--- src/hdl/tcm_defs.svh ---
`ifndef TCM_DEFS_SVH
`define TCM_DEFS_SVH

// ----------------------------------------------------------------------
// Geometry of the tightly coupled memory
// ----------------------------------------------------------------------

// Each RAM line is split into byte columns with their own write enable
`define TCM_NUM_COL 8
`define TCM_COL_WIDTH 8

// Line address width gives 1024 lines of 64 bits
`define TCM_ADDR_WIDTH 10
`define TCM_LINE_WIDTH (`TCM_NUM_COL * `TCM_COL_WIDTH)

// Byte addresses carry three extra bits for the offset inside a line
`define TCM_BYTE_ADDR_WIDTH (`TCM_ADDR_WIDTH + 3)

`endif

--- src/hdl/ram_pkg.sv ---
`include "tcm_defs.svh"

package ram_pkg;

	// Instructions are always 32 bits wide in this core
	typedef logic [31:0] instr_t;

	// ----------------------------------------------------------------------
	// One RAM line, read as bytes by the load/store side and as
	// instruction words by the fetch side
	// ----------------------------------------------------------------------
	typedef union packed {
		// Byte lanes, lane 0 holds the lowest addressed byte
		logic [`TCM_NUM_COL-1:0][`TCM_COL_WIDTH-1:0] bytes;
		// Two instruction words, word 0 at the lower address
		instr_t [`TCM_LINE_WIDTH/32-1:0] words;
	} line_t;

endpackage

--- src/hdl/tcm_arbiter.sv ---
`include "tcm_defs.svh"

module tcm_arbiter (
	input  logic                        clk,
	input  logic                        arst_n,
	// Load/store requester
	input  logic                        lsu_req,
	input  logic                        lsu_we,
	input  logic [`TCM_NUM_COL-1:0]     lsu_bwe,
	input  logic [`TCM_ADDR_WIDTH-1:0]  lsu_addr,
	input  ram_pkg::line_t              lsu_wdata,
	output logic                        lsu_gnt,
	// Fetch requester, read only
	input  logic                        if_ram_req,
	input  logic [`TCM_ADDR_WIDTH-1:0]  if_ram_addr,
	output logic                        if_gnt,
	// Shared RAM port
	output logic                        ram_we,
	output logic [`TCM_NUM_COL-1:0]     ram_bwe,
	output logic [`TCM_ADDR_WIDTH-1:0]  ram_addr,
	output ram_pkg::line_t              ram_din
);

	// Set when the load/store port got the most recent grant
	logic last_lsu;

	// ----------------------------------------------------------------------
	// Round-robin choice
	// ----------------------------------------------------------------------

	// Load/store wins when alone or when fetch had the last grant
	assign lsu_gnt = lsu_req && (!if_ram_req || !last_lsu);

	// Fetch takes whatever load/store does not
	assign if_gnt = if_ram_req && !lsu_gnt;

	// Reset points at fetch so the first tie goes to load/store
	always_ff @(posedge clk or negedge arst_n) begin
		if (!arst_n) begin
			last_lsu <= 1'b0;
		end else if (lsu_gnt) begin
			last_lsu <= 1'b1;
		end else if (if_gnt) begin
			last_lsu <= 1'b0;
		end
	end

	// ----------------------------------------------------------------------
	// RAM port steering
	// ----------------------------------------------------------------------

	// Address follows the winner, fetch owns it otherwise
	assign ram_addr = lsu_gnt ? lsu_addr : if_ram_addr;

	// Only a granted load/store write may touch the array
	assign ram_we = lsu_gnt && lsu_we;

	// Column enables are cleared whenever no write goes out
	assign ram_bwe = ram_we ? lsu_bwe : '0;

	// Write data has a single source since fetch never writes
	assign ram_din = lsu_wdata;

endmodule

--- config.mk ---
export PLATFORM = sky130hd
export DESIGN_NAME = tcm_arbiter
export DESIGN_NICKNAME = d
export VERILOG_FILES = /design/src/hdl/ram_pkg.sv /design/src/hdl/tcm_arbiter.sv
export VERILOG_INCLUDE_DIRS = /design/src /design/src/hdl
export SDC_FILE = /design/constraint.sdc
export NUM_CORES = 1
export LEC_CHECK = 0
export BUFFER_PORTS_ARGS = -buffer_cell sky130_fd_sc_hd__buf_2
export CAP_MARGIN = 20
export CORE_AREA = 2 2 71 73
export DETAILED_ROUTE_END_ITERATION = 16
export DIE_AREA = 0 0 73 75
export PLACE_DENSITY = 0.63
export SYNTH_ARGS = -nofsm -noshare
export SYNTH_HDL_FRONTEND = slang
export SYNTH_SLANG_ARGS = --single-unit
--- constraint.sdc ---
create_clock -name clk -period 1.6 [get_ports clk]
set_input_delay 0.24 -clock clk [delete_from_list [all_inputs] [get_ports clk]]
set_output_delay 0.24 -clock clk [all_outputs]
set_load 0.05 [all_outputs]
Word-level counts from Yosys, hierarchy flattened
Index checks and enable logic that the tools add are counted.

cells by class
  reductions and logical operators = 8
  multiplexer cells = 4

operator list
  kind                 number
  $mux W10             1
  $mux W8              1
  $logic_and A1 B1 Y1  3
  $logic_not A1 Y1     3
  $mux W1              2
  $reduce_bool A2 Y1   1
  $logic_or A1 B1 Y1   1

word-level totals
  register bits after elaboration = 1
  bits of input ports = 97

Longest topological paths before layout
  depth in word-level cells = 7
  mapped depth = 3
  gate-level depth less buffers = 2

Least setup slack after synthesis
No wires, ideal clock.

  path kind = register to output
  start = register last_lsu
  end = output port ram_bwe[0]
  data arrival time = 1.843 ns
  data required time = 1.360 ns
  cell stages (with the launch flop) = 4
  setup slack = -0.483 ns
  path buffers = 1
  cells stage by stage = dfrtp_1 > and2_1 > buf_2 > nor3b_1

between the ends
  cells in the longest elaborated chain, start to end = 5

ends and longest elaborated chain
  element                 line               source
  start, declared         tcm_arbiter.sv:25  logic last_lsu;
  start signal, assigned  tcm_arbiter.sv:40  last_lsu <= 1'b0;
  start signal, assigned  tcm_arbiter.sv:42  last_lsu <= 1'b1;
  start signal, assigned  tcm_arbiter.sv:44  last_lsu <= 1'b0;
  $logic_not A1 Y1        tcm_arbiter.sv:32  assign lsu_gnt = lsu_req && (!if_ram_req || !last_lsu);
  $logic_or A1 B1 Y1      tcm_arbiter.sv:32
  $logic_and A1 B1 Y1     tcm_arbiter.sv:32
  $logic_and A1 B1 Y1     tcm_arbiter.sv:56  assign ram_we = lsu_gnt && lsu_we;
  $mux W8                 tcm_arbiter.sv:59  assign ram_bwe = ram_we ? lsu_bwe : '0;
  end, declared           tcm_arbiter.sv:19  output logic [`TCM_NUM_COL-1:0] ram_bwe,

Every way passes these cells.

Worst setup path after layout
  start = register last_lsu
  end = output port ram_addr[9]

between the ends
  cells in the longest elaborated chain, start to end = 4

ends and longest elaborated chain
  element              line               source
  $logic_not A1 Y1     tcm_arbiter.sv:32
  $logic_or A1 B1 Y1   tcm_arbiter.sv:32
  $logic_and A1 B1 Y1  tcm_arbiter.sv:32
  $mux W10             tcm_arbiter.sv:53  assign ram_addr = lsu_gnt ? lsu_addr : if_ram_addr;
  end, declared        tcm_arbiter.sv:20  output logic [`TCM_ADDR_WIDTH-1:0] ram_addr,

Every way passes these cells.

==> flow_summary.toml <==
[timing]
setup_viol = 0
tightest_slew_ps = 332.8
final.period_utilization = 0.9376
fin_worst_skew_ps = 0
holdWs_ps = 17.62
tns_ps = 0
hold_viol = 0
slew_headroom = 0.7782
period_needed_ps = 1500
rsz0062_at_grt = "no"
slew_viol_final = 0
fmax_ghz = 0.6666

[worst_setup_path]
cp-start-kind = "flop"
regToRegStartpoint = "last_lsu$_DFFE_PN0P_"
required_ps = 1360
reg2regPathDepth = 2
path_class = "reg -> out"
r2r_slack_ps = 870
crit_arrival_ps = 1260
reg2reg_to = "last_lsu$_DFFE_PN0P_"
critPathMaxFanout = 6
end_kind = "output pin"

[route]
wire_per_inst_um = 13.04
drt-initial-drc-count = 12
firstDrtPassIters = 4
wl_mm = 1.774
vias_per_cell = 3.603
antenna_left = 0
route.detailed.drc = 0
vias = 490

[placed_design]
post-dp-hpwl_mm = 1.587
port_buffers = 53
dp.cells = 136
finalWeightedCongestion = 0.5823

[die]
die_area_sq_um = 5475
die_h_um = 75
coreArea_sq_um = 4661
start_util = 0.1662
dieWidth_um = 73
rows = 25
io_pins = 182

[clock_tree]
postCtsHoldBufs = 0
cts_resized = 0
clk_latency_ps = 0
post-cts-setup-buffers = 0
clk_pin_slew_ps = 0

[layout]
antennaDiodeCount = 0
largestRegisters = "last_lsu: 1 flops"
drive_gt1_frac = 0.7927
final_cells = 136
nFillCells = 528
fin_util = 0.1342
nets = 181
largest_reg_flops = 1
largest-register = "last_lsu"
area_growth_pct = -19.22

[logic_synthesis]
postSynthCellCount = 93
synth_warnings = 0
ys_types = 14
synth_area_per_cell_sq_um = 8.328
ys_seq_elements = 1
yosysSeqAreaShare = 0.03231
synth_nets = 190
syn-cell-area_sq_um = 774.5

[global_routing]
track_usage = 0.04930
grt_antenna_before_repair = 0
grt_pass1_wl_mm = 2.028
grt_pass1_vias = 416
gr-total-overflow = 0
grt_max_degree = 10

[run]
maxCapViolations = 0

[power]
peakVddDrop_v = 0.0001620
p_leak_nw = 0.3500
power_density_nw_per_um2 = 544.9

[outcome]
run_status = "complete, no violations"

[min_path]
hp-class = "in -> async"
## report_power, final
group / switching, mW / internal (mW) / total (mW) / leakage (nW)
clock: 0 / 0 / 0 / 0
combinational: 0.200 / 0.107 / 0.307 / 0.338
sequential: 0.00383 / 0.0295 / 0.0334 / 0.0120
total: 0.204 / 0.137 / 0.341 / 0.350
## cells in the mapped netlist (all sizes together)
cell | n | area share
nand2 | 1 | 0.0048
a21boi | 1 | 0.015
nand2b | 1 | 0.0081
and2 | 2 | 0.016
o21ai | 1 | 0.0065
nor2 | 1 | 0.0048
dfrtp | 1 | 0.032
nor3b | 8 | 0.078
buf | 66 | 0.64
mux2 | 10 | 0.19
inv | 1 | 0.0048
## metal layers
| layer | part of all wire | vias to the layer above | track usage |
|---|---|---|---|
| met2 | 0.47 | 59 | 0.08208 |
| met1 | 0.30 | 199 | 0.04320 |
| met5 | 0 | - | 0 |
| met4 | 0.075 | 0 | 0.04938 |
| met3 | 0.16 | 22 | 0.02276 |
| li1 | - | 210 | - |
## cells in the final DEF, fill, tap and decap left out
cell type,instances
a21boi_2,1
and2_1,2
buf_2,53
buf_4,2
dfrtp_1,1
inv_1,1
mux2_1,1
mux2_4,9
nand2_1,1
nand2b_1,1
nor2_1,1
nor3b_1,8
o21ai_1,1
## worst max path at each step
stage	end	depth (start not counted)	slack (ps)	start
5_1_grt	ram_addr[9]	4	30	last_lsu$_DFFE_PN0P_
3_3_place_gp	ram_addr[9]	4	130	last_lsu$_DFFE_PN0P_
6_report	ram_addr[9]	4	100	last_lsu$_DFFE_PN0P_
3_5_place_dp	ram_addr[9]	4	90	last_lsu$_DFFE_PN0P_
4_1_cts	ram_addr[9]	4	90	last_lsu$_DFFE_PN0P_
2_1_floorplan	ram_bwe[0]	3	-480	last_lsu$_DFFE_PN0P_
## cells by family (layout without fill, tap and decap cells)
group | Yosys count | after routing | share of synthesized area
AO/OA/AOI/OAI | 2 | 2 | 0.02099
buffers and inverters | 67 | 56 | 0.6462
flip-flops | 1 | 1 | 0.03231
multiplexers | 10 | 10 | 0.1890
AND/OR/NAND/NOR | 13 | 13 | 0.1115
## critical path: stages, from the launching register on
cell	delay (ps)
dfrtp_1	390
a21boi_2	160
buf_4	180
mux2_1	320
buf_2	210
## metrics by stage
stage          area (sq um)  power, mW  setup slack (ps)
3_5_place_dp          625.6     0.3444             88.00
3_3_place_gp          625.6     0.3406             127.3
2_1_floorplan         774.5     0.6921            -482.7
6_report              625.6     0.3409             99.87
4_1_cts               625.6     0.3449             85.24
5_1_grt               625.6     0.3574             33.72
## layout make-up
class                   instances  area, sq um  area share
multi-input cells              25        249.0      0.3980
flip-flops and latches          1        25.02     0.04000
well taps                      54        67.56      0.1080
inverters                       1        3.754    0.006000
repair buffers                 55        280.3      0.4480
Power figures use the tool's default switching activity.
