$ cat src/hdl/tcm_defs.svh
`ifndef TCM_DEFS_SVH
`define TCM_DEFS_SVH

// ----------------------------------------------------------------------
// Geometry of the tightly coupled memory
// ----------------------------------------------------------------------

// Each RAM line is split into byte columns with their own write enable
`define TCM_NUM_COL 8
`define TCM_COL_WIDTH 8

// Line address width gives 1024 lines of 64 bits
`define TCM_ADDR_WIDTH 10
`define TCM_LINE_WIDTH (`TCM_NUM_COL * `TCM_COL_WIDTH)

// Byte addresses carry three extra bits for the offset inside a line
`define TCM_BYTE_ADDR_WIDTH (`TCM_ADDR_WIDTH + 3)

`endif

$ cat src/hdl/ram_pkg.sv
`include "tcm_defs.svh"

package ram_pkg;

	// Instructions are always 32 bits wide in this core
	typedef logic [31:0] instr_t;

	// ----------------------------------------------------------------------
	// One RAM line, read as bytes by the load/store side and as
	// instruction words by the fetch side
	// ----------------------------------------------------------------------
	typedef union packed {
		// Byte lanes, lane 0 holds the lowest addressed byte
		logic [`TCM_NUM_COL-1:0][`TCM_COL_WIDTH-1:0] bytes;
		// Two instruction words, word 0 at the lower address
		instr_t [`TCM_LINE_WIDTH/32-1:0] words;
	} line_t;

endpackage

$ cat src/hdl/lsu_pkg.sv
`include "tcm_defs.svh"

package lsu_pkg;

	// Access sizes as encoded on the load/store interface
	typedef enum logic [1:0] {
		size_byte  = 2'd0,
		size_half  = 2'd1,
		size_word  = 2'd2,
		size_dword = 2'd3
	} access_size_e;

	// Load and store data are one full line wide
	typedef logic [`TCM_LINE_WIDTH-1:0] data_t;

endpackage

$ cat src/hdl/lsu_port.sv
`include "tcm_defs.svh"

module lsu_port (
	input  logic                             clk,
	input  logic                             arst_n,
	// External load/store interface
	input  logic                             mem_req,
	input  logic                             mem_we,
	input  lsu_pkg::access_size_e            mem_size,
	input  logic                             mem_signed,
	input  logic [`TCM_BYTE_ADDR_WIDTH-1:0]  mem_addr,
	input  lsu_pkg::data_t                   mem_wdata,
	output lsu_pkg::data_t                   mem_rdata,
	output logic                             mem_done,
	// Request towards the arbiter
	output logic                             lsu_req,
	output logic                             lsu_we,
	output logic [`TCM_NUM_COL-1:0]          lsu_bwe,
	output logic [`TCM_ADDR_WIDTH-1:0]       lsu_addr,
	output ram_pkg::line_t                   lsu_wdata,
	input  logic                             lsu_gnt,
	// Read line from the RAM
	input  ram_pkg::line_t                   ram_dout
);

	// Offset inside the line after alignment to the access size
	logic [2:0] off;
	// Lane mask for replication, one less than the access size in bytes
	logic [2:0] lane_mask;
	// Byte enable pattern before it is moved to the offset
	logic [`TCM_NUM_COL-1:0] size_mask;

	// Access that was granted last cycle
	logic                  busy;
	logic [2:0]            pend_off;
	lsu_pkg::access_size_e pend_size;
	logic                  pend_signed;

	// Read line moved down so the addressed byte sits in lane 0
	lsu_pkg::data_t line_bits;
	lsu_pkg::data_t shifted;

	// ----------------------------------------------------------------------
	// Request side
	// ----------------------------------------------------------------------

	// Misaligned addresses are rounded down inside the access size
	always_comb begin
		case (mem_size)
			lsu_pkg::size_byte: begin
				off       = mem_addr[2:0];
				lane_mask = 3'd0;
				size_mask = 8'h01;
			end
			lsu_pkg::size_half: begin
				off       = {mem_addr[2:1], 1'b0};
				lane_mask = 3'd1;
				size_mask = 8'h03;
			end
			lsu_pkg::size_word: begin
				off       = {mem_addr[2], 2'b00};
				lane_mask = 3'd3;
				size_mask = 8'h0f;
			end
			default: begin
				off       = 3'd0;
				lane_mask = 3'd7;
				size_mask = 8'hff;
			end
		endcase
	end

	// Store data is copied into every lane group so each offset finds it
	always_comb begin
		for (int i = 0; i < `TCM_NUM_COL; i++) begin
			lsu_wdata.bytes[i] = mem_wdata[`TCM_COL_WIDTH*(i & lane_mask) +: `TCM_COL_WIDTH];
		end
	end

	// No new request while the granted one is completing
	assign lsu_req  = mem_req && !busy;
	assign lsu_we   = mem_we;
	assign lsu_bwe  = size_mask << off;
	assign lsu_addr = mem_addr[`TCM_BYTE_ADDR_WIDTH-1:3];

	// ----------------------------------------------------------------------
	// Completion and load return
	// ----------------------------------------------------------------------

	// Done follows the grant by one cycle, the same cycle the line arrives
	always_ff @(posedge clk or negedge arst_n) begin
		if (!arst_n) begin
			busy <= 1'b0;
		end else begin
			busy <= lsu_gnt;
		end
	end

	assign mem_done = busy;

	// Details of the granted access, kept for formatting the returned line
	always_ff @(posedge clk) begin
		if (lsu_gnt) begin
			pend_off    <= off;
			pend_size   <= mem_size;
			pend_signed <= mem_signed;
		end
	end

	assign line_bits = ram_dout;
	assign shifted   = line_bits >> {pend_off, 3'b000};

	// Extend with zeros or with the top bit of the accessed field
	always_comb begin
		case (pend_size)
			lsu_pkg::size_byte: mem_rdata = {{56{pend_signed & shifted[7]}}, shifted[7:0]};
			lsu_pkg::size_half: mem_rdata = {{48{pend_signed & shifted[15]}}, shifted[15:0]};
			lsu_pkg::size_word: mem_rdata = {{32{pend_signed & shifted[31]}}, shifted[31:0]};
			default:            mem_rdata = shifted;
		endcase
	end

endmodule

$ cat config.mk
export PLATFORM = sky130hd
export DESIGN_NAME = lsu_port
export DESIGN_NICKNAME = d
export VERILOG_FILES = /design/src/hdl/ram_pkg.sv /design/src/hdl/lsu_pkg.sv /design/src/hdl/lsu_port.sv
export VERILOG_INCLUDE_DIRS = /design/src /design/src/hdl
export SDC_FILE = /design/constraint.sdc
export NUM_CORES = 1
export LEC_CHECK = 0
export BUFFER_PORTS_ARGS = -buffer_cell sky130_fd_sc_hd__buf_2
export CORE_AREA = 2 2 117 119
export CTS_CLUSTER_DIAMETER = 100
export DETAILED_ROUTE_END_ITERATION = 7
export DIE_AREA = 0 0 119 121
export PLACE_DENSITY_LB_ADDON = 0.2
export SLEW_MARGIN = 20
export SYNTH_ARGS = -nofsm -noshare
export SYNTH_HDL_FRONTEND = slang
export SYNTH_SLANG_ARGS = --single-unit
export TNS_END_PERCENT = 5
$ cat constraint.sdc
create_clock -name clk -period 2.25 [get_ports clk]
set_clock_uncertainty 0.15 [all_clocks]
set_input_delay 0.3375 -clock clk [delete_from_list [all_inputs] [get_ports clk]]
set_output_delay 0.3375 -clock clk [all_outputs]
set_load 0.02 [all_outputs]
== Word level (Yosys, flattened, before mapping) ==
Cells that the tools add are included.

* Register bits after elaboration: 7
* Bits of input ports: 149

* Equal/unequal tests: 4
* Shift-type cells: 9
* Mux-type cells: 4
* Bitwise operators: 3
* Reduce and logical (&&, ||, !) cells: 4

{| class="wikitable"
|+ Operator list
! cell !! number
|-
| indexed part select 64 x 7 -> 8 bit || 4
|-
| case mux 64 bit (3 select lines) || 1
|-
| indexed part select 64 x 6 -> 8 bit || 2
|-
| indexed part select 64 x 5 -> 8 bit || 1
|-
| right shift 64 x 6 -> 64 bit || 1
|-
| case mux 8 bit (3 select lines) || 1
|-
| case mux 3 bit (3 select lines) || 2
|-
| << shifter 8 x 3 -> 8 bit || 1
|-
| equality test 2 x 1 -> 1 bit, second input constant || 2
|-
| equality test 2 bit, second input constant || 2
|-
| zero test 2 bit || 2
|-
| bitwise AND 1 bit || 3
|-
| logical AND 1 bit || 1
|-
| zero test 1 bit || 1
|}

== Depth between registers and ports, before layout ==
* Word-level depth: 3
* Gate-level depth with buffers: 7

== Least setup slack after synthesis ==
Ideal clock, no wire load.

* Kind: register to output
* From: reg pend_off[0]
* To: out mem_rdata[11]
* Data arrival time: 2.010 ns
* Data required time: 1.762 ns
* Setup slack: -0.248 ns
* Cell stages (with the launch flop): 8
* Path buffers: 3
* Cells stage by stage: edfxtp_1 buf_4 buf_4 buf_4 nor2b_1 o2bb2ai_1 mux2i_1 o21ai_0

* Longest elaborated chain between the ends: 3

{| class="wikitable"
|+ Ends and longest elaborated chain
! what !! line !! RTL
|-
| from (decl) || lsu_port.sv:35 || <nowiki>logic [2:0] pend_off;</nowiki>
|-
| from (signal assigned) || lsu_port.sv:104 || <nowiki>pend_off <= off;</nowiki>
|-
| right shift 64 x 6 -> 64 bit * || lsu_port.sv:111 || <nowiki>assign shifted = line_bits >> {pend_off, 3'b000};</nowiki>
|-
| bitwise AND 1 bit || lsu_port.sv:116 || <nowiki>lsu_pkg::size_byte: mem_rdata = {{56{pend_signed & shifted[7]}}, shifted[7:0]};</nowiki>
|-
| case mux 64 bit (3 select lines) * || lsu_port.sv:115 || <nowiki>case (pend_size)</nowiki>
|-
| to (decl) || lsu_port.sv:13 || <nowiki>output lsu_pkg::data_t mem_rdata,</nowiki>
|}

Mark *: on every way between the ends. The rest lies on a longest branch, timed or not.

== Final worst setup path ==
* From: reg pend_off[0]
* To: out mem_rdata[6]

* Longest elaborated chain between the ends: 2

{| class="wikitable"
|+ Ends and longest elaborated chain
! what !! line
|-
| right shift 64 x 6 -> 64 bit || lsu_port.sv:111
|-
| case mux 64 bit (3 select lines) || lsu_port.sv:115
|}

Every way passes these cells.

==> results.yml <==
routing:
  drt_iter0_drc: 359
  dr.pass1.iters: 5
  drt_wl_total_um: 17020
  wire_per_inst_um: 19.00
  avgViaCountPerCell: 5.118
  post-route-drc-count: 0
  ant_nets: 0
  num_vias: 4586
global_routing:
  grt_pass1_vias: 4476
  grt.total_usage_pct: 22.18
  antenna_found_initial: 0
  grt_max_degree: 49
  grt-ovfl-total: 0
  grt_first_pass_wirelength_um: 25340
place:
  dp_hpwl_um: 13580
  gp_congestion: 0.9277
  io_buffers: 275
die:
  dieArea_um2: 14400
  start_util_pct: 25.48
  die_w_um: 119
  io_pins: 298
  dieHeight_um: 121
  row_count: 42
  core_area_um2: 13090
status:
  violations: "setup timing"
  status: "finished, violations left"
run:
  drv_cap: 0
logic_synthesis:
  synthDistinctLibCells: 33
  synth_nets: 596
  yosys_register_bits: 7
  yosysSeqAreaShare_pct: 6.154
  synth_area_per_cell_um2: 7.460
  yosys_warnings: 0
  synthesis.area_um2: 3334
  syn_inst: 447
layout:
  insertedDiodeCount: 0
  layout.cells.most_common: "buf_2"
  drive_gt1_share_pct: 57.50
  syn_to_final_growth_pct: 59.06
  layout.nets: 870
  final_cell_mix: "buf_2, nand2_1, nor2_1"
  filler_cell_count: 1358
sta:
  min_period_ns: 2.770
  setup_viol: 65
  timing.hold.ws_ns: 0.1426
  hold_viol_final: 0
  fin_ws_ns: -0.5204
  rsz0062_at_grt: "true"
  clock.fmax_ghz: 0.3610
  final_max_slew_viol_count: 0
  max-slew-margin-rel_pct: 75.43
  finalCritPeriodShare_pct: 123.1
  tightest_slew_ns: 0.3676
  setup_tns_ns: -28.97
worst_hold_path:
  hold_path_startpoint: "mem_signed"
  hold_class: "in -> reg"
  whs_endpoint: "pend_signed$_DFFE_PP_"
  holdPathStages: 1
cts:
  cts_tree: "yes"
  clk_pin_slew_worst_paths_ns: 0.04
  numClockSinks: 7
  clockBufferDepth: 2
  numCtsBuffers: 3
  htreeDepth: 1
  cts_root_buf: "clkbuf_16"
power_and_ir_drop:
  leakage_uw: 0.002826
  power.density_nw_per_um2: 416.8
  finalPower_uw: 2210
  peakVddDrop_v: 0.0002169
setup_path:
  worst-path-max-fanout: 19
  worstPathArrival_ns: 2.28
  crit_type: "reg -> out"
  end_kind: "primary output"
  crit_path_start_kind: "flip-flop"
  required_ns: 1.76
-- layout make-up --
cell class / instances / area (µm²) / area share (%)
clock inverters: 1 / 5.005 / 0.09436
repair buffers: 335 / 2021 / 38.10
inverters: 1 / 3.754 / 0.07077
clock buffers: 3 / 75.07 / 1.415
multi-input cells: 373 / 2774 / 52.30
flip-flops and latches: 7 / 205.2 / 3.869
well taps: 176 / 220.2 / 4.152
-- worst max-delay path by stage --
| stage | startpoint | to | depth (start not counted) |
|---|---|---|---|
| 3_5_place_dp | pend_off[0]$_DFFE_PP_ | mem_rdata[24] | 6 |
| 5_1_grt | pend_off[0]$_DFFE_PP_ | mem_rdata[21] | 6 |
| 4_1_cts | pend_off[0]$_DFFE_PP_ | mem_rdata[24] | 6 |
| 3_3_place_gp | pend_off[0]$_DFFE_PP_ | mem_rdata[6] | 6 |
| 6_report | pend_off[0]$_DFFE_PP_ | mem_rdata[6] | 6 |
| 2_1_floorplan | pend_off[0]$_DFFE_PP_ | mem_rdata[23] | 6 |
-- critical path, stage by stage (launching register included) --
cell	delay (ns)
edfxtp_1	0.47
buf_4	0.24
buf_12	0.18
mux2_2	0.40
mux2_2	0.32
mux2_2	0.28
buf_2	0.16
-- state kept, by name, summed over array words and instances, names as in the netlist --
| register | flops |
|---|---|
| mem_done | 1 |
| pend_off | 3 |
| pend_signed | 1 |
| pend_size | 2 |
-- cells in the mapped netlist --
master	count	area, µm²
inv_1	1	3.750
a211o_1	6	52.55
nand3_2	1	10.01
nand3_1	13	65.06
and3b_1	2	17.52
nand2_1	71	266.5
clkbuf_1	18	67.56
mux2_2	55	619.3
nor4bb_1	1	10.01
and2_1	5	31.28
or2_2	1	6.260
edfxtp_1	6	180.2
o211ai_1	8	60.06
mux2i_1	34	340.3
a22oi_1	4	30.03
buf_4	24	180.2
dfrtp_1	1	25.02
buf_6	5	56.30
nand4_1	34	212.7
nor2_1	59	221.5
o2bb2ai_1	6	52.55
nor3_1	4	20.02
buf_2	14	70.07
nor2b_1	14	87.58
o2111ai_1	5	43.79
a21oi_1	6	30.03
mux4_2	17	382.9
buf_1	5	18.77
nand2b_1	8	50.05
o21ai_0	11	55.05
a32oi_1	6	52.55
o22a_1	1	8.760
nor2_2	1	6.260
-- power by group --
group	leakage (µW)	total (µW)	switching [µW]	internal, µW
combinational	0.00272	1740	1010	738
clock	0.0000409	298	65.5	233
sequential	0.0000699	169	15.3	153
-- through the flow --
step | std cells | utilization (%) | cell area, µm² | worst slack, ns
final | 896 | 40.53 | 5304 | -0.5204
after global routing | 896 | 40.53 | 5304 | -0.6052
after CTS | 895 | 40.07 | 5243 | -0.5294
after detailed placement | 889 | 39.09 | 5115 | -0.2953
after global placement | 889 | 39.09 | 5115 | -0.2103
after floorplan | 447 | - | 3339 | -0.1188
-- metal layers --
layer,wire length [µm],global-route usage [%],share of wire (%)
met1,6813,26.67,40
met2,8729,41.67,51
met5,0,0,0
met4,254,3.646,1.5
met3,1223,3.900,7.2
-- cells by family after synthesis --
kind of cell	synth area share (%)
simple gates	30.13
mux	40.26
buf+inv	11.89
compound gates	11.56
flops	6.154
-- timing repair --
| action | CTS | global route |
|---|---|---|
| setup buffers | 0 | 0 |
| endpoints found under the setup margin | 69 | 72 |
| cloned | 1 | 1 |
| gates resized for setup | 3 | 9 |
| endpoints found under the hold margin | 1 | 0 |
| pin swaps | 1 | 0 |
| hold buffers | 1 | 0 |
Power figures use the tool's default switching activity.
