### config.mk
export PLATFORM = sky130hd
export DESIGN_NAME = fetch_port
export DESIGN_NICKNAME = d
export VERILOG_FILES = /design/src/hdl/ram_pkg.sv /design/src/hdl/fetch_port.sv
export VERILOG_INCLUDE_DIRS = /design/src /design/src/hdl
export SDC_FILE = /design/constraint.sdc
export NUM_CORES = 1
export LEC_CHECK = 0
export ABC_AREA = 1
export BUFFER_PORTS_ARGS = -buffer_cell sky130_fd_sc_hd__buf_4
export CORE_UTILIZATION = 45
export CTS_CLUSTER_DIAMETER = 50
export DETAILED_ROUTE_END_ITERATION = 16
export GPL_TIMING_DRIVEN = 0
export MAX_ROUTING_LAYER = met4
export PLACE_DENSITY = 0.76
export SLEW_MARGIN = 20
export SYNTH_ARGS = -nofsm -noshare
export SYNTH_HDL_FRONTEND = slang
export SYNTH_SLANG_ARGS = --single-unit
### constraint.sdc
create_clock -name clk -period 2.6 [get_ports clk]
set_input_delay 0.26 -clock clk [delete_from_list [all_inputs] [get_ports clk]]
set_output_delay 0.26 -clock clk [all_outputs]
set_load 0.05 [all_outputs]
### src/hdl/tcm_defs.svh
`ifndef TCM_DEFS_SVH
`define TCM_DEFS_SVH

// ----------------------------------------------------------------------
// Geometry of the tightly coupled memory
// ----------------------------------------------------------------------

// Each RAM line is split into byte columns with their own write enable
`define TCM_NUM_COL 8
`define TCM_COL_WIDTH 8

// Line address width gives 1024 lines of 64 bits
`define TCM_ADDR_WIDTH 10
`define TCM_LINE_WIDTH (`TCM_NUM_COL * `TCM_COL_WIDTH)

// Byte addresses carry three extra bits for the offset inside a line
`define TCM_BYTE_ADDR_WIDTH (`TCM_ADDR_WIDTH + 3)

`endif

### src/hdl/ram_pkg.sv
`include "tcm_defs.svh"

package ram_pkg;

	// Instructions are always 32 bits wide in this core
	typedef logic [31:0] instr_t;

	// ----------------------------------------------------------------------
	// One RAM line, read as bytes by the load/store side and as
	// instruction words by the fetch side
	// ----------------------------------------------------------------------
	typedef union packed {
		// Byte lanes, lane 0 holds the lowest addressed byte
		logic [`TCM_NUM_COL-1:0][`TCM_COL_WIDTH-1:0] bytes;
		// Two instruction words, word 0 at the lower address
		instr_t [`TCM_LINE_WIDTH/32-1:0] words;
	} line_t;

endpackage

### src/hdl/fetch_port.sv
`include "tcm_defs.svh"

module fetch_port (
	input  logic                             clk,
	input  logic                             arst_n,
	// External fetch interface
	input  logic                             if_req,
	input  logic [`TCM_BYTE_ADDR_WIDTH-1:0]  if_addr,
	output ram_pkg::instr_t                  if_instr,
	output logic                             if_valid,
	// Request towards the arbiter
	output logic                             if_ram_req,
	output logic [`TCM_ADDR_WIDTH-1:0]       if_ram_addr,
	input  logic                             if_gnt,
	// Shared RAM port, read data and the write being issued
	input  ram_pkg::line_t                   ram_dout,
	input  logic                             ram_we,
	input  logic [`TCM_ADDR_WIDTH-1:0]       ram_addr
);

	// The one buffered line with its line address
	ram_pkg::line_t              buf_line;
	logic [`TCM_ADDR_WIDTH-1:0]  buf_tag;
	logic                        buf_valid;

	// Response states, each lasts exactly one cycle
	logic hit_q;
	logic fill_q;
	logic busy;
	logic hit;

	// ----------------------------------------------------------------------
	// Lookup and request
	// ----------------------------------------------------------------------

	assign if_ram_addr = if_addr[`TCM_BYTE_ADDR_WIDTH-1:3];
	assign hit         = buf_valid && (buf_tag == if_ram_addr);
	assign busy        = hit_q || fill_q;

	// Misses go to the RAM; hits never disturb the arbiter
	assign if_ram_req = if_req && !busy && !hit;

	always_ff @(posedge clk or negedge arst_n) begin
		if (!arst_n) begin
			hit_q  <= 1'b0;
			fill_q <= 1'b0;
		end else begin
			hit_q  <= if_req && !busy && hit;
			fill_q <= if_gnt;
		end
	end

	// ----------------------------------------------------------------------
	// Response
	// ----------------------------------------------------------------------

	// if_addr is still held in the response cycle, so bit 2 picks the word
	assign if_valid = busy;
	assign if_instr = fill_q ? ram_dout.words[if_addr[2]] : buf_line.words[if_addr[2]];

	// ----------------------------------------------------------------------
	// Buffer fill and snooping
	// ----------------------------------------------------------------------

	always_ff @(posedge clk) begin
		if (fill_q) begin
			buf_line <= ram_dout;
			buf_tag  <= if_ram_addr;
		end
	end

	// A write in the fill cycle was read before it landed, so the fresh
	// line is already stale and stays invalid
	always_ff @(posedge clk or negedge arst_n) begin
		if (!arst_n) begin
			buf_valid <= 1'b0;
		end else if (fill_q) begin
			buf_valid <= !(ram_we && (ram_addr == if_ram_addr));
		end else if (ram_we && (ram_addr == buf_tag)) begin
			buf_valid <= 1'b0;
		end
	end

endmodule

; Word-level counts from Yosys, hierarchy flattened
; Index checks and enable logic that the tools add are counted.
[totals]
register_bits = 77
input_bits = 92
out_inout_bits = 44
word_cells = 27
[op_classes]
n_lt_le_gt_ge = 1
n_eq_ne = 3
mux = 7
reduce_logical = 11
[op_table]
columns = cell, count
row1 = $mux W32, 5
row2 = $eq A10 B10 Y1, 3
row3 = $logic_and A1 B1 Y1, 6
row4 = $logic_not A1 Y1, 3
row5 = $lt A1 B2 Y1 const B, 1
row6 = $mux W1, 2
row7 = $reduce_bool A2 Y1, 1
row8 = $logic_or A1 B1 Y1, 1

; Logic depth before layout (Yosys ltp)
; Gate-level depths: netlist of run 1.
[depth]
depth_word = 4
ltp_mapped = 9
mapped_depth_nobuf = 9

; Worst setup path before layout of run 1
; OpenSTA, ideal clock, no wires.
[synth_path]
kind = reg2out
startpoint = register fill_q
endpoint = output if_instr[23]
arrival_ps = 3176
t_required_ps = 2340
slack_ps = -836
path_stages_with_launch = 4
n_path_buf = 1
cell_sequence = dfrtp_1 buf_2 o21ai_0 o22ai_1
[synth_between]
elab_chain_len = 1
[synth_rtl]
columns = element, line_no
row1 = start: declaration, fetch_port.sv:28  ; logic fill_q;
row2 = start signal: assignment, fetch_port.sv:49  ; fill_q <= if_gnt;
row3 = $mux W32, fetch_port.sv:59  ; assign if_instr = fill_q ? ram_dout.words[if_addr[2]] : buf_line.words[if_addr[2]];
row4 = end: declaration, fetch_port.sv:9  ; output ram_pkg::instr_t if_instr,
; Every way passes these cells.

; Final worst setup path of run 1
[layout_path]
startpoint = register fill_q
endpoint = output if_instr[17]
; The elaborated chain is that of the path after synthesis.

==> results of run 1 <==
==> metrics by stage <==
| step | utilization | total power [mW] | worst slack (ns) |
|---|---|---|---|
| after floorplan | - | 1.90 | 0.282 |
| after global placement | 0.602 | 2.16 | 0.334 |
| after detailed placement | 0.602 | 2.17 | 0.297 |
| after CTS | 0.633 | 3.18 | 0.276 |
| after global routing | 0.633 | 3.29 | 0.167 |
| final | 0.633 | 3.16 | 0.264 |
==> timing repair <==
| item | in CTS | in global routing |
|---|---|---|
| endpoints found under the setup margin | 29 | 0 |
| hold endpoints to repair | 4 | 0 |
| gates resized for setup | 0 | 0 |
| hold buffers | 2 | 0 |
| buffers inserted | 1 | 0 |
==> synthesized netlist by cell type <==
cell,n,area (sq um)
nor2_1,78,293
edfxtp_1,74,2220
nand2_1,63,236
o21ai_0,57,285
inv_1,34,128
o22ai_1,32,200
buf_4,17,128
buf_2,11,55.1
o21ai_1,8,40.0
xnor2_1,7,61.3
nand3_1,6,30.0
a21oi_1,3,15.0
dfrtp_1,3,75.1
nand4_1,2,12.5
clkbuf_1,1,3.75
inv_2,1,3.75
inv_4,1,6.26
nand3b_1,1,7.51
nor2_2,1,6.26
xor2_1,1,8.76
==> logic make-up after synthesis <==
| family | synth area share |
|---|---|
| AO/OA/AOI/OAI | 0.142 |
| buffers and inverters | 0.0849 |
| AND/OR/NAND/NOR | 0.153 |
| flip-flops | 0.602 |
| XOR/XNOR | 0.0184 |
==> layout make-up <==
type | instances | area share
Clock buffer | 9 | 0.0238
Buffer | 29 | 0.0358
Tap cell | 105 | 0.0252
Timing Repair Buffer | 135 | 0.198
Clock inverter | 7 | 0.0188
Inverter | 36 | 0.0264
Multi-Input combinational cell | 259 | 0.230
Sequential cell | 77 | 0.442
==> sequential cells by signal, indices dropped and copies added (netlist names) <==
| name | flops |
|---|---|
| hit_q | 1 |
| buf_valid | 1 |
| buf_tag | 10 |
| buf_line | 64 |
| fill_q | 1 |
==> cell usage in the layout, fill, tap and decap left out, drive strengths merged <==
master and count:
clkinv 2, nor2 79, nand3 6, o22ai 32, nand3b 1, xor2 1
o21ai 65, clkbuf 10, inv 37, dlygate4sd3 2, nand2 63, buf 161
nand4 2, clkinvlp 2, bufinv 2, edfxtp 74, xnor2 7, dfrtp 3
a21oi 3
==> metal layers <==
| layer | routed length [microns] | GRT usage |
|---|---|---|
| met5 | 0 | - |
| met4 | 176 | 0.0872 |
| met3 | 696 | 0.0607 |
| met2 | 4690 | 0.369 |
| met1 | 4000 | 0.279 |
==> report_power, final <==
| part | total [mW] | internal (mW) | switching, mW |
|---|---|---|---|
| Clock | 1.01 | 0.544 | 0.464 |
| Sequential | 1.47 | 1.43 | 0.0319 |
| Combinational | 0.686 | 0.259 | 0.427 |
==> path summary, 6_finish.rpt <==
kind	start	end	slack, ns
max in group asynchronous	arst_n	fill_q	2.26
min in group asynchronous	arst_n	fill_q	0.24
worst min register to register	hit_q	hit_q	0.56
worst max-delay path	fill_q	if_instr[17]	0.26
worst min-delay path	ram_dout[12]	buf_line[12]	0.09
worst max register to register	fill_q	buf_line[8]	1.18
==> results_dict.tcl, run 1 <==
set metrics [dict create \
    start_util 0.465 \
    r2r_cells 1 \
    ys_seq_area_frac 0.602 \
    hold_depth 1 \
    crit_chain "inv_2, buf_2, o21ai_0, o22ai_1, buf_4" \
    cp-start-kind "flip-flop" \
    worst_slew_pin_slew_ns 0.536 \
    grt-ovfl-total 0 \
    dr.pass1.iters 4 \
    multiInputGateArea_sq_mm 0.00120 \
    cp-end-kind "output port" \
    fin_cells 657 \
    fillers 679 \
    drv_cap 0 \
    core_sq_mm 0.00822 \
    clock_sinks 77 \
    io_buffers 132 \
    die_x_microns 94.1 \
    period_needed_ns 2.34 \
    rsz0062_at_grt "false" \
    drt_iter0_drc 175 \
    fin_nets 639 \
    synth_area_sq_mm 0.00382 \
    dieArea_sq_mm 0.00886 \
    drcViolationCount 0 \
    crit_arrival_ns 2.08 \
    rows 33 \
    synth-seq-cells 77 \
    holdCritPathClass "input pin to flip-flop" \
    detail_route.wl_per_cell_microns 14.6 \
    synth_cell_types 20 \
    drive_above_1_share 0.328 \
    syn_area_per_cell_sq_um 9.52 \
    cp.depth 5 \
    cts_buffers 9 \
    antenna_found_initial 0 \
    final_area_sq_mm 0.00520 \
    grt_max_degree 43 \
    worst-path-max-fanout 42 \
    grt_usage 0.230 \
    syn_inst 401 \
    antenna_cells 0 \
    status "finished, final reports clean" \
    powerDensity_mw_per_mm2 607 \
    area_delta_synth_final_pct 36.3 \
    clock_path_buffers 2 \
    skew_ns 0.0118 \
    critPathTopFamily "flip-flops" \
    vdd_drop_max_v 0.000318 \
    routed-via-count 3384 \
    hold_slack_ns 0.0852 \
    htreeDepth 3 \
    ios 136 \
    max_freq_mhz 428 \
    syn_nets 493 \
    critical_path_required_ns 2.34 \
    post-place-cells 638 \
    crit_path_top_delay_cell "dfrtp_4" \
    dpl_cell_area_sq_mm 0.00494 \
    critPathBufInv 3 \
    slowest_delay_ns 0.70 \
    grt_pass1_vias 3235 \
    clock_latency_ns 0.35 \
    fp.dieH_microns 94.1 \
    setup_viol 0 \
    grt_pass1_wl_mm 15.0 \
    cts_root_buffer "clkbuf_8" \
    gp_congestion 0.862 \
    drt_wl_total_mm 9.57 \
    tns_ns 0 \
    hold_viol_final 0 \
    post-route-period-util 0.898 \
    final-seq-area_sq_mm 0.00230 \
    tritoncts "done" \
    maxSlewViolCount 0 \
    p_leak_nw 2.29 \
    dp_hpwl_mm 6.57 \
    synth_warnings 0 \
    slew_headroom 0.643 \
    via_per_inst 5.15 \
    critical_path_class "flip-flop to output port" \
    clk_pin_slew_ns 0.09 \
    antenna_left 0 \
]
Power figures use the tool's default switching activity.
==> run 2, diff against run 1 <==
--- a/config.mk
+++ b/config.mk
@@ -8,12 +8,13 @@
 export LEC_CHECK = 0
 export ABC_AREA = 1
 export BUFFER_PORTS_ARGS = -buffer_cell sky130_fd_sc_hd__buf_4
-export CORE_UTILIZATION = 45
+export CORE_UTILIZATION = 47
+export CTS_BUF_LIST = sky130_fd_sc_hd__clkbuf_4
 export CTS_CLUSTER_DIAMETER = 50
 export DETAILED_ROUTE_END_ITERATION = 16
 export GPL_TIMING_DRIVEN = 0
 export MAX_ROUTING_LAYER = met4
-export PLACE_DENSITY = 0.76
+export PLACE_DENSITY = 0.79
 export SLEW_MARGIN = 20
 export SYNTH_ARGS = -nofsm -noshare
 export SYNTH_HDL_FRONTEND = slang
==> results_dict.tcl, run 2 (synthesis results as in run 1) <==
set metrics [dict create \
    drcViolationCount 0 \
    drv_cap 0 \
    drt_wl_total_mm 9.96 \
    min_from "ram_dout[9]" \
    dieArea_sq_mm 0.00849 \
    die_x_microns 92.1 \
    via_per_inst 5.25 \
    htreeDepth 3 \
    grt_pass1_vias 3345 \
    dr.pass1.iters 4 \
    final_common_cell "buf_4" \
    detail_route.wl_per_cell_microns 14.8 \
    fp.dieH_microns 92.1 \
    tritoncts "done" \
    rsz0062_at_grt "false" \
    cp-end-kind "output port" \
    multiInputGateArea_sq_mm 0.00120 \
    antenna_left 0 \
    clock_latency_ns 0.42 \
    hold_viol_final 0 \
    fillers 635 \
    powerDensity_mw_per_mm2 532 \
    met3_usage 0.0390 \
    drive_above_1_share 0.318 \
    antenna_cells 0 \
    antenna_found_initial 0 \
    clock_sinks 77 \
    io_buffers 132 \
    cts_buffers 9 \
    crit_path_start "fill_q" \
    grt_use_met2 0.394 \
    clk_pin_slew_ns 0.13 \
    setup_viol 0 \
    skew_ns 0.0262 \
    ctsResizeCount 0 \
    ios 136 \
    grt_usage 0.243 \
    final_area_sq_mm 0.00528 \
    dp_hpwl_mm 6.87 \
    holdCritPathClass "input pin to flip-flop" \
    worst_slew_pin_slew_ns 0.525 \
    p_total_mw 2.81 \
    critical_path_class "flip-flop to output port" \
    globalRoute.busiestLayer "met2" \
    met1_usage 0.306 \
    final_util 0.676 \
    post-place-cells 635 \
    place_ws_ns 0.322 \
    post-route-period-util 0.906 \
    critical_path_required_ns 2.34 \
    reg.largest.list "buf_line x64, buf_tag x10" \
    core_sq_mm 0.00781 \
    grt-ovfl-total 0 \
    gp_congestion 0.809 \
    mostFrequentLayoutCells "buf_4, nor2_1, edfxtp_1" \
    fin_cells 672 \
    grt_pass1_wl_mm 15.5 \
    hold_slack_ns 0.0344 \
    maxSlewViolCount 0 \
    top_register "buf_line" \
    slew_headroom 0.650 \
    timing.rr.start "fill_q" \
    routed-via-count 3525 \
    worst-path-max-fanout 42 \
    fin_ws_ns 0.245 \
    period_needed_ns 2.35 \
    drt_iter0_drc 191 \
    start_util 0.489 \
    dpl_cell_area_sq_mm 0.00494 \
    rows 32 \
    max_freq_mhz 425 \
    final-seq-area_sq_mm 0.00230 \
    cts_root_buffer "clkbuf_4" \
    area_delta_synth_final_pct 38.3 \
    grt_max_degree 43 \
    cp-start-kind "flip-flop" \
    largest_reg_flops 64 \
    fin_nets 657 \
    p_leak_nw 2.33 \
    clock_path_buffers 2 \
    crit_arrival_ns 2.09 \
    tns_ns 0 \
    vdd_drop_max_v 0.000463 \
    status "finished, final reports clean" \
]
-- run 2: layout make-up --
class	instances	share of cell area
well taps	102	0.0242
multi-input cells	259	0.227
flip-flops and latches	77	0.436
clock buffers	9	0.0128
plain buffers	29	0.0353
inverters	36	0.0261
repair buffers	153	0.229
clock inverters	7	0.00995
-- run 2: layer usage --
metal / routed length [microns] / part of all wire
met4: 226 / 0.023
met3: 631 / 0.063
met1: 4140 / 0.42
met5: 0 / 0
met2: 4960 / 0.50
-- run 2: worst paths after layout --
check	to	depth (start not counted)	slack (ns)
max	if_instr[28]	5	0.25
min reg2reg	hit_q	3	0.55
min in group asynchronous	buf_valid	2	0.19
min	buf_line[9]	1	0.03
max in group asynchronous	fill_q	2	2.30
max reg2reg	buf_line[39]	1	1.18
-- run 2: power breakdown --
part | switching [mW] | leakage (nW) | total [mW] | internal (mW)
clock network | 0.428 | 0.0658 | 0.627 | 0.199
registers | 0.0336 | 0.760 | 1.47 | 1.43
logic | 0.434 | 1.50 | 0.711 | 0.277
total | 0.896 | 2.33 | 2.81 | 1.91
-- run 2: worst max-delay path, stage by stage, from the launching register on --
cell	delay, ns
dfrtp_4	0.72
inv_2	0.19
buf_2	0.24
o21ai_0	0.13
o22ai_1	0.18
buf_4	0.24
-- run 2: repair_timing --
item,4_1_cts,5_1_grt
endpoints found under the hold margin,11,11
buffers inserted,1,0
setup endpoints to repair,29,0
hold buffers,9,11
==> run 3, diff against run 2 <==
==> constraint.sdc (replaced) <==
create_clock -name clk -period 2.6 [get_ports clk]
set_input_delay 0.39 -clock clk [delete_from_list [all_inputs] [get_ports clk]]
set_output_delay 0.39 -clock clk [all_outputs]
set_load 0.05 [all_outputs]
==> results_dict.tcl, run 3 (synthesis results as in run 1) <==
set metrics [dict create \
    ios 136 \
    routed-via-count 3445 \
    rrSetupSlack_ns 1.34 \
    p_leak_nw 2.26 \
    netSwitchingPower_mw 0.895 \
    top_register "buf_line" \
    io_buffers 132 \
    dp_hpwl_mm 6.87 \
    cp-end-kind "output port" \
    holdCritPathClass "input pin to flip-flop" \
    r2r_cells 1 \
    drt_wl_total_mm 9.80 \
    grt_usage 0.239 \
    gp_congestion 0.809 \
    dpl_cell_area_sq_mm 0.00494 \
    antenna_left 0 \
    rsz0062_at_grt "false" \
    fin_nets 639 \
    hold_slack_ns 0.0949 \
    place_ws_ns 0.192 \
    worst-path-max-fanout 22 \
    fillers 649 \
    drt_iter0_drc 145 \
    power_frac_clock 0.226 \
    grt_max_degree 43 \
    critical_path_class "flip-flop to output port" \
    holdPathEnd "fill_q" \
    seqPwrFrac 0.524 \
    hold_viol_final 0 \
    drv_cap 0 \
    netSwitchingFraction 0.321 \
    slowest_delay_ns 0.64 \
    setup_viol 0 \
    dr.pass1.iters 4 \
    final_common_cell "buf_4" \
    cts_root_buffer "clkbuf_4" \
    clk_pin_slew_ns 0.12 \
    grt_pass1_vias 3300 \
    rows 32 \
    maxSlewViolCount 0 \
    htreeDepth 3 \
    powerDensity_mw_per_mm2 545 \
    mostFrequentLayoutCells "buf_4, nor2_1, edfxtp_1" \
    tritoncts "done" \
    status "finished, final reports clean" \
    p_int_mw 1.90 \
    clock_latency_ns 0.42 \
    area_delta_synth_final_pct 34.1 \
    critical_path_required_ns 2.21 \
    worst_slew_pin_slew_ns 0.392 \
    hold_depth 1 \
    core_sq_mm 0.00781 \
    fp.dieH_microns 92.1 \
    tns_ns 0 \
    fin_ws_ns 0.219 \
    drive_above_1_share 0.330 \
    drcViolationCount 0 \
    crit_chain "inv_2, buf_2, o21ai_0, o22ai_1, buf_4" \
    clock_path_buffers 2 \
    r2r-end "buf_line[10]" \
    largest_reg_flops 64 \
    period_needed_ns 2.38 \
    timing.rr.start "fill_q" \
    comb_power_share 0.250 \
    antenna_cells 0 \
    grt-ovfl-total 0 \
    reg.largest.list "buf_line x64, buf_tag x10" \
    min_from "if_gnt" \
    final_area_sq_mm 0.00512 \
    post-route-period-util 0.916 \
    vdd_drop_max_v 0.000330 \
    crit_path_top_delay_cell "dfrtp_4" \
    cp-start-kind "flip-flop" \
    start_util 0.489 \
    via_per_inst 5.27 \
    max_freq_mhz 420 \
    clock_sinks 77 \
    die_x_microns 92.1 \
    p_total_mw 2.79 \
    skew_ns 0.0267 \
    grt_pass1_wl_mm 15.3 \
    detail_route.wl_per_cell_microns 15.0 \
    crit_arrival_ns 1.99 \
    antenna_found_initial 0 \
    slew_headroom 0.739 \
    dieArea_sq_mm 0.00849 \
    cts_buffers 9 \
]
[run 3: cell count changes in the layout (fill, tap and decap cells not counted)]
cell | previous run | this run
buf_16 | 0 | 1
dlygate4sd3_1 | 20 | 1
[run 3: through the flow]
stage / instances / util
4_1_cts: 653 / 0.652
2_1_floorplan: 401 / -
3_3_place_gp: 635 / 0.633
5_1_grt: 654 / 0.655
3_5_place_dp: 635 / 0.633
6_report: 654 / 0.655
[run 3: worst max-delay path, delay by kind of cell (launching register included)]
family                 cells  cell delay [ns]
buffers and inverters      3             0.64
DFF                        1             0.64
AOI/OAI and AO/OA          2             0.31
[run 3: power groups by stage]
| stage | combinational, mW | sequential, mW | clock (mW) |
|---|---|---|---|
| after global placement | 0.658 | 1.50 | 0 |
| after detailed placement | 0.669 | 1.51 | 0 |
| final | 0.697 | 1.46 | 0.631 |
| after global routing | 0.746 | 1.47 | 0.691 |
| after floorplan | 0.401 | 1.49 | 0 |
| after CTS | 0.687 | 1.47 | 0.645 |
[run 3: worst max-delay path by stage]
stage,to,depth (start not counted),slack (ns),from
after detailed placement,if_instr[28],4,0.19,fill_q
after CTS,if_instr[28],5,0.10,fill_q
after floorplan,if_instr[23],3,0.15,fill_q
after global placement,if_instr[4],4,0.20,fill_q
final,if_instr[28],5,0.22,fill_q
after global routing,if_instr[28],5,0.11,fill_q
[run 3: what timing repair did]
action,CTS,global route
hold buffers,1,0
gates resized for setup,0,0
setup endpoints to repair,31,2
setup buffers,1,1
hold endpoints to repair,3,0
pin swaps,0,0
[run 3: routing by layer]
layer,global-route usage,vias up,wire length (microns)
met2,0.384,146,4810
met5,-,-,0
met4,0.0938,0,204
met1,0.305,1617,4160
met3,0.0398,19,631
li1,-,1663,-
[run 3: final cells by class]
| cell class | instances | area [sq um] | area share |
|---|---|---|---|
| clock inverter | 7 | 52.6 | 0.0103 |
| sequential | 77 | 2300 | 0.450 |
| buffer | 29 | 186 | 0.0364 |
| tap | 102 | 128 | 0.0249 |
| inverter | 36 | 138 | 0.0269 |
| clock buffer | 9 | 67.6 | 0.0132 |
| timing repair buffer | 135 | 1050 | 0.205 |
| multi-input combinational | 259 | 1200 | 0.234 |
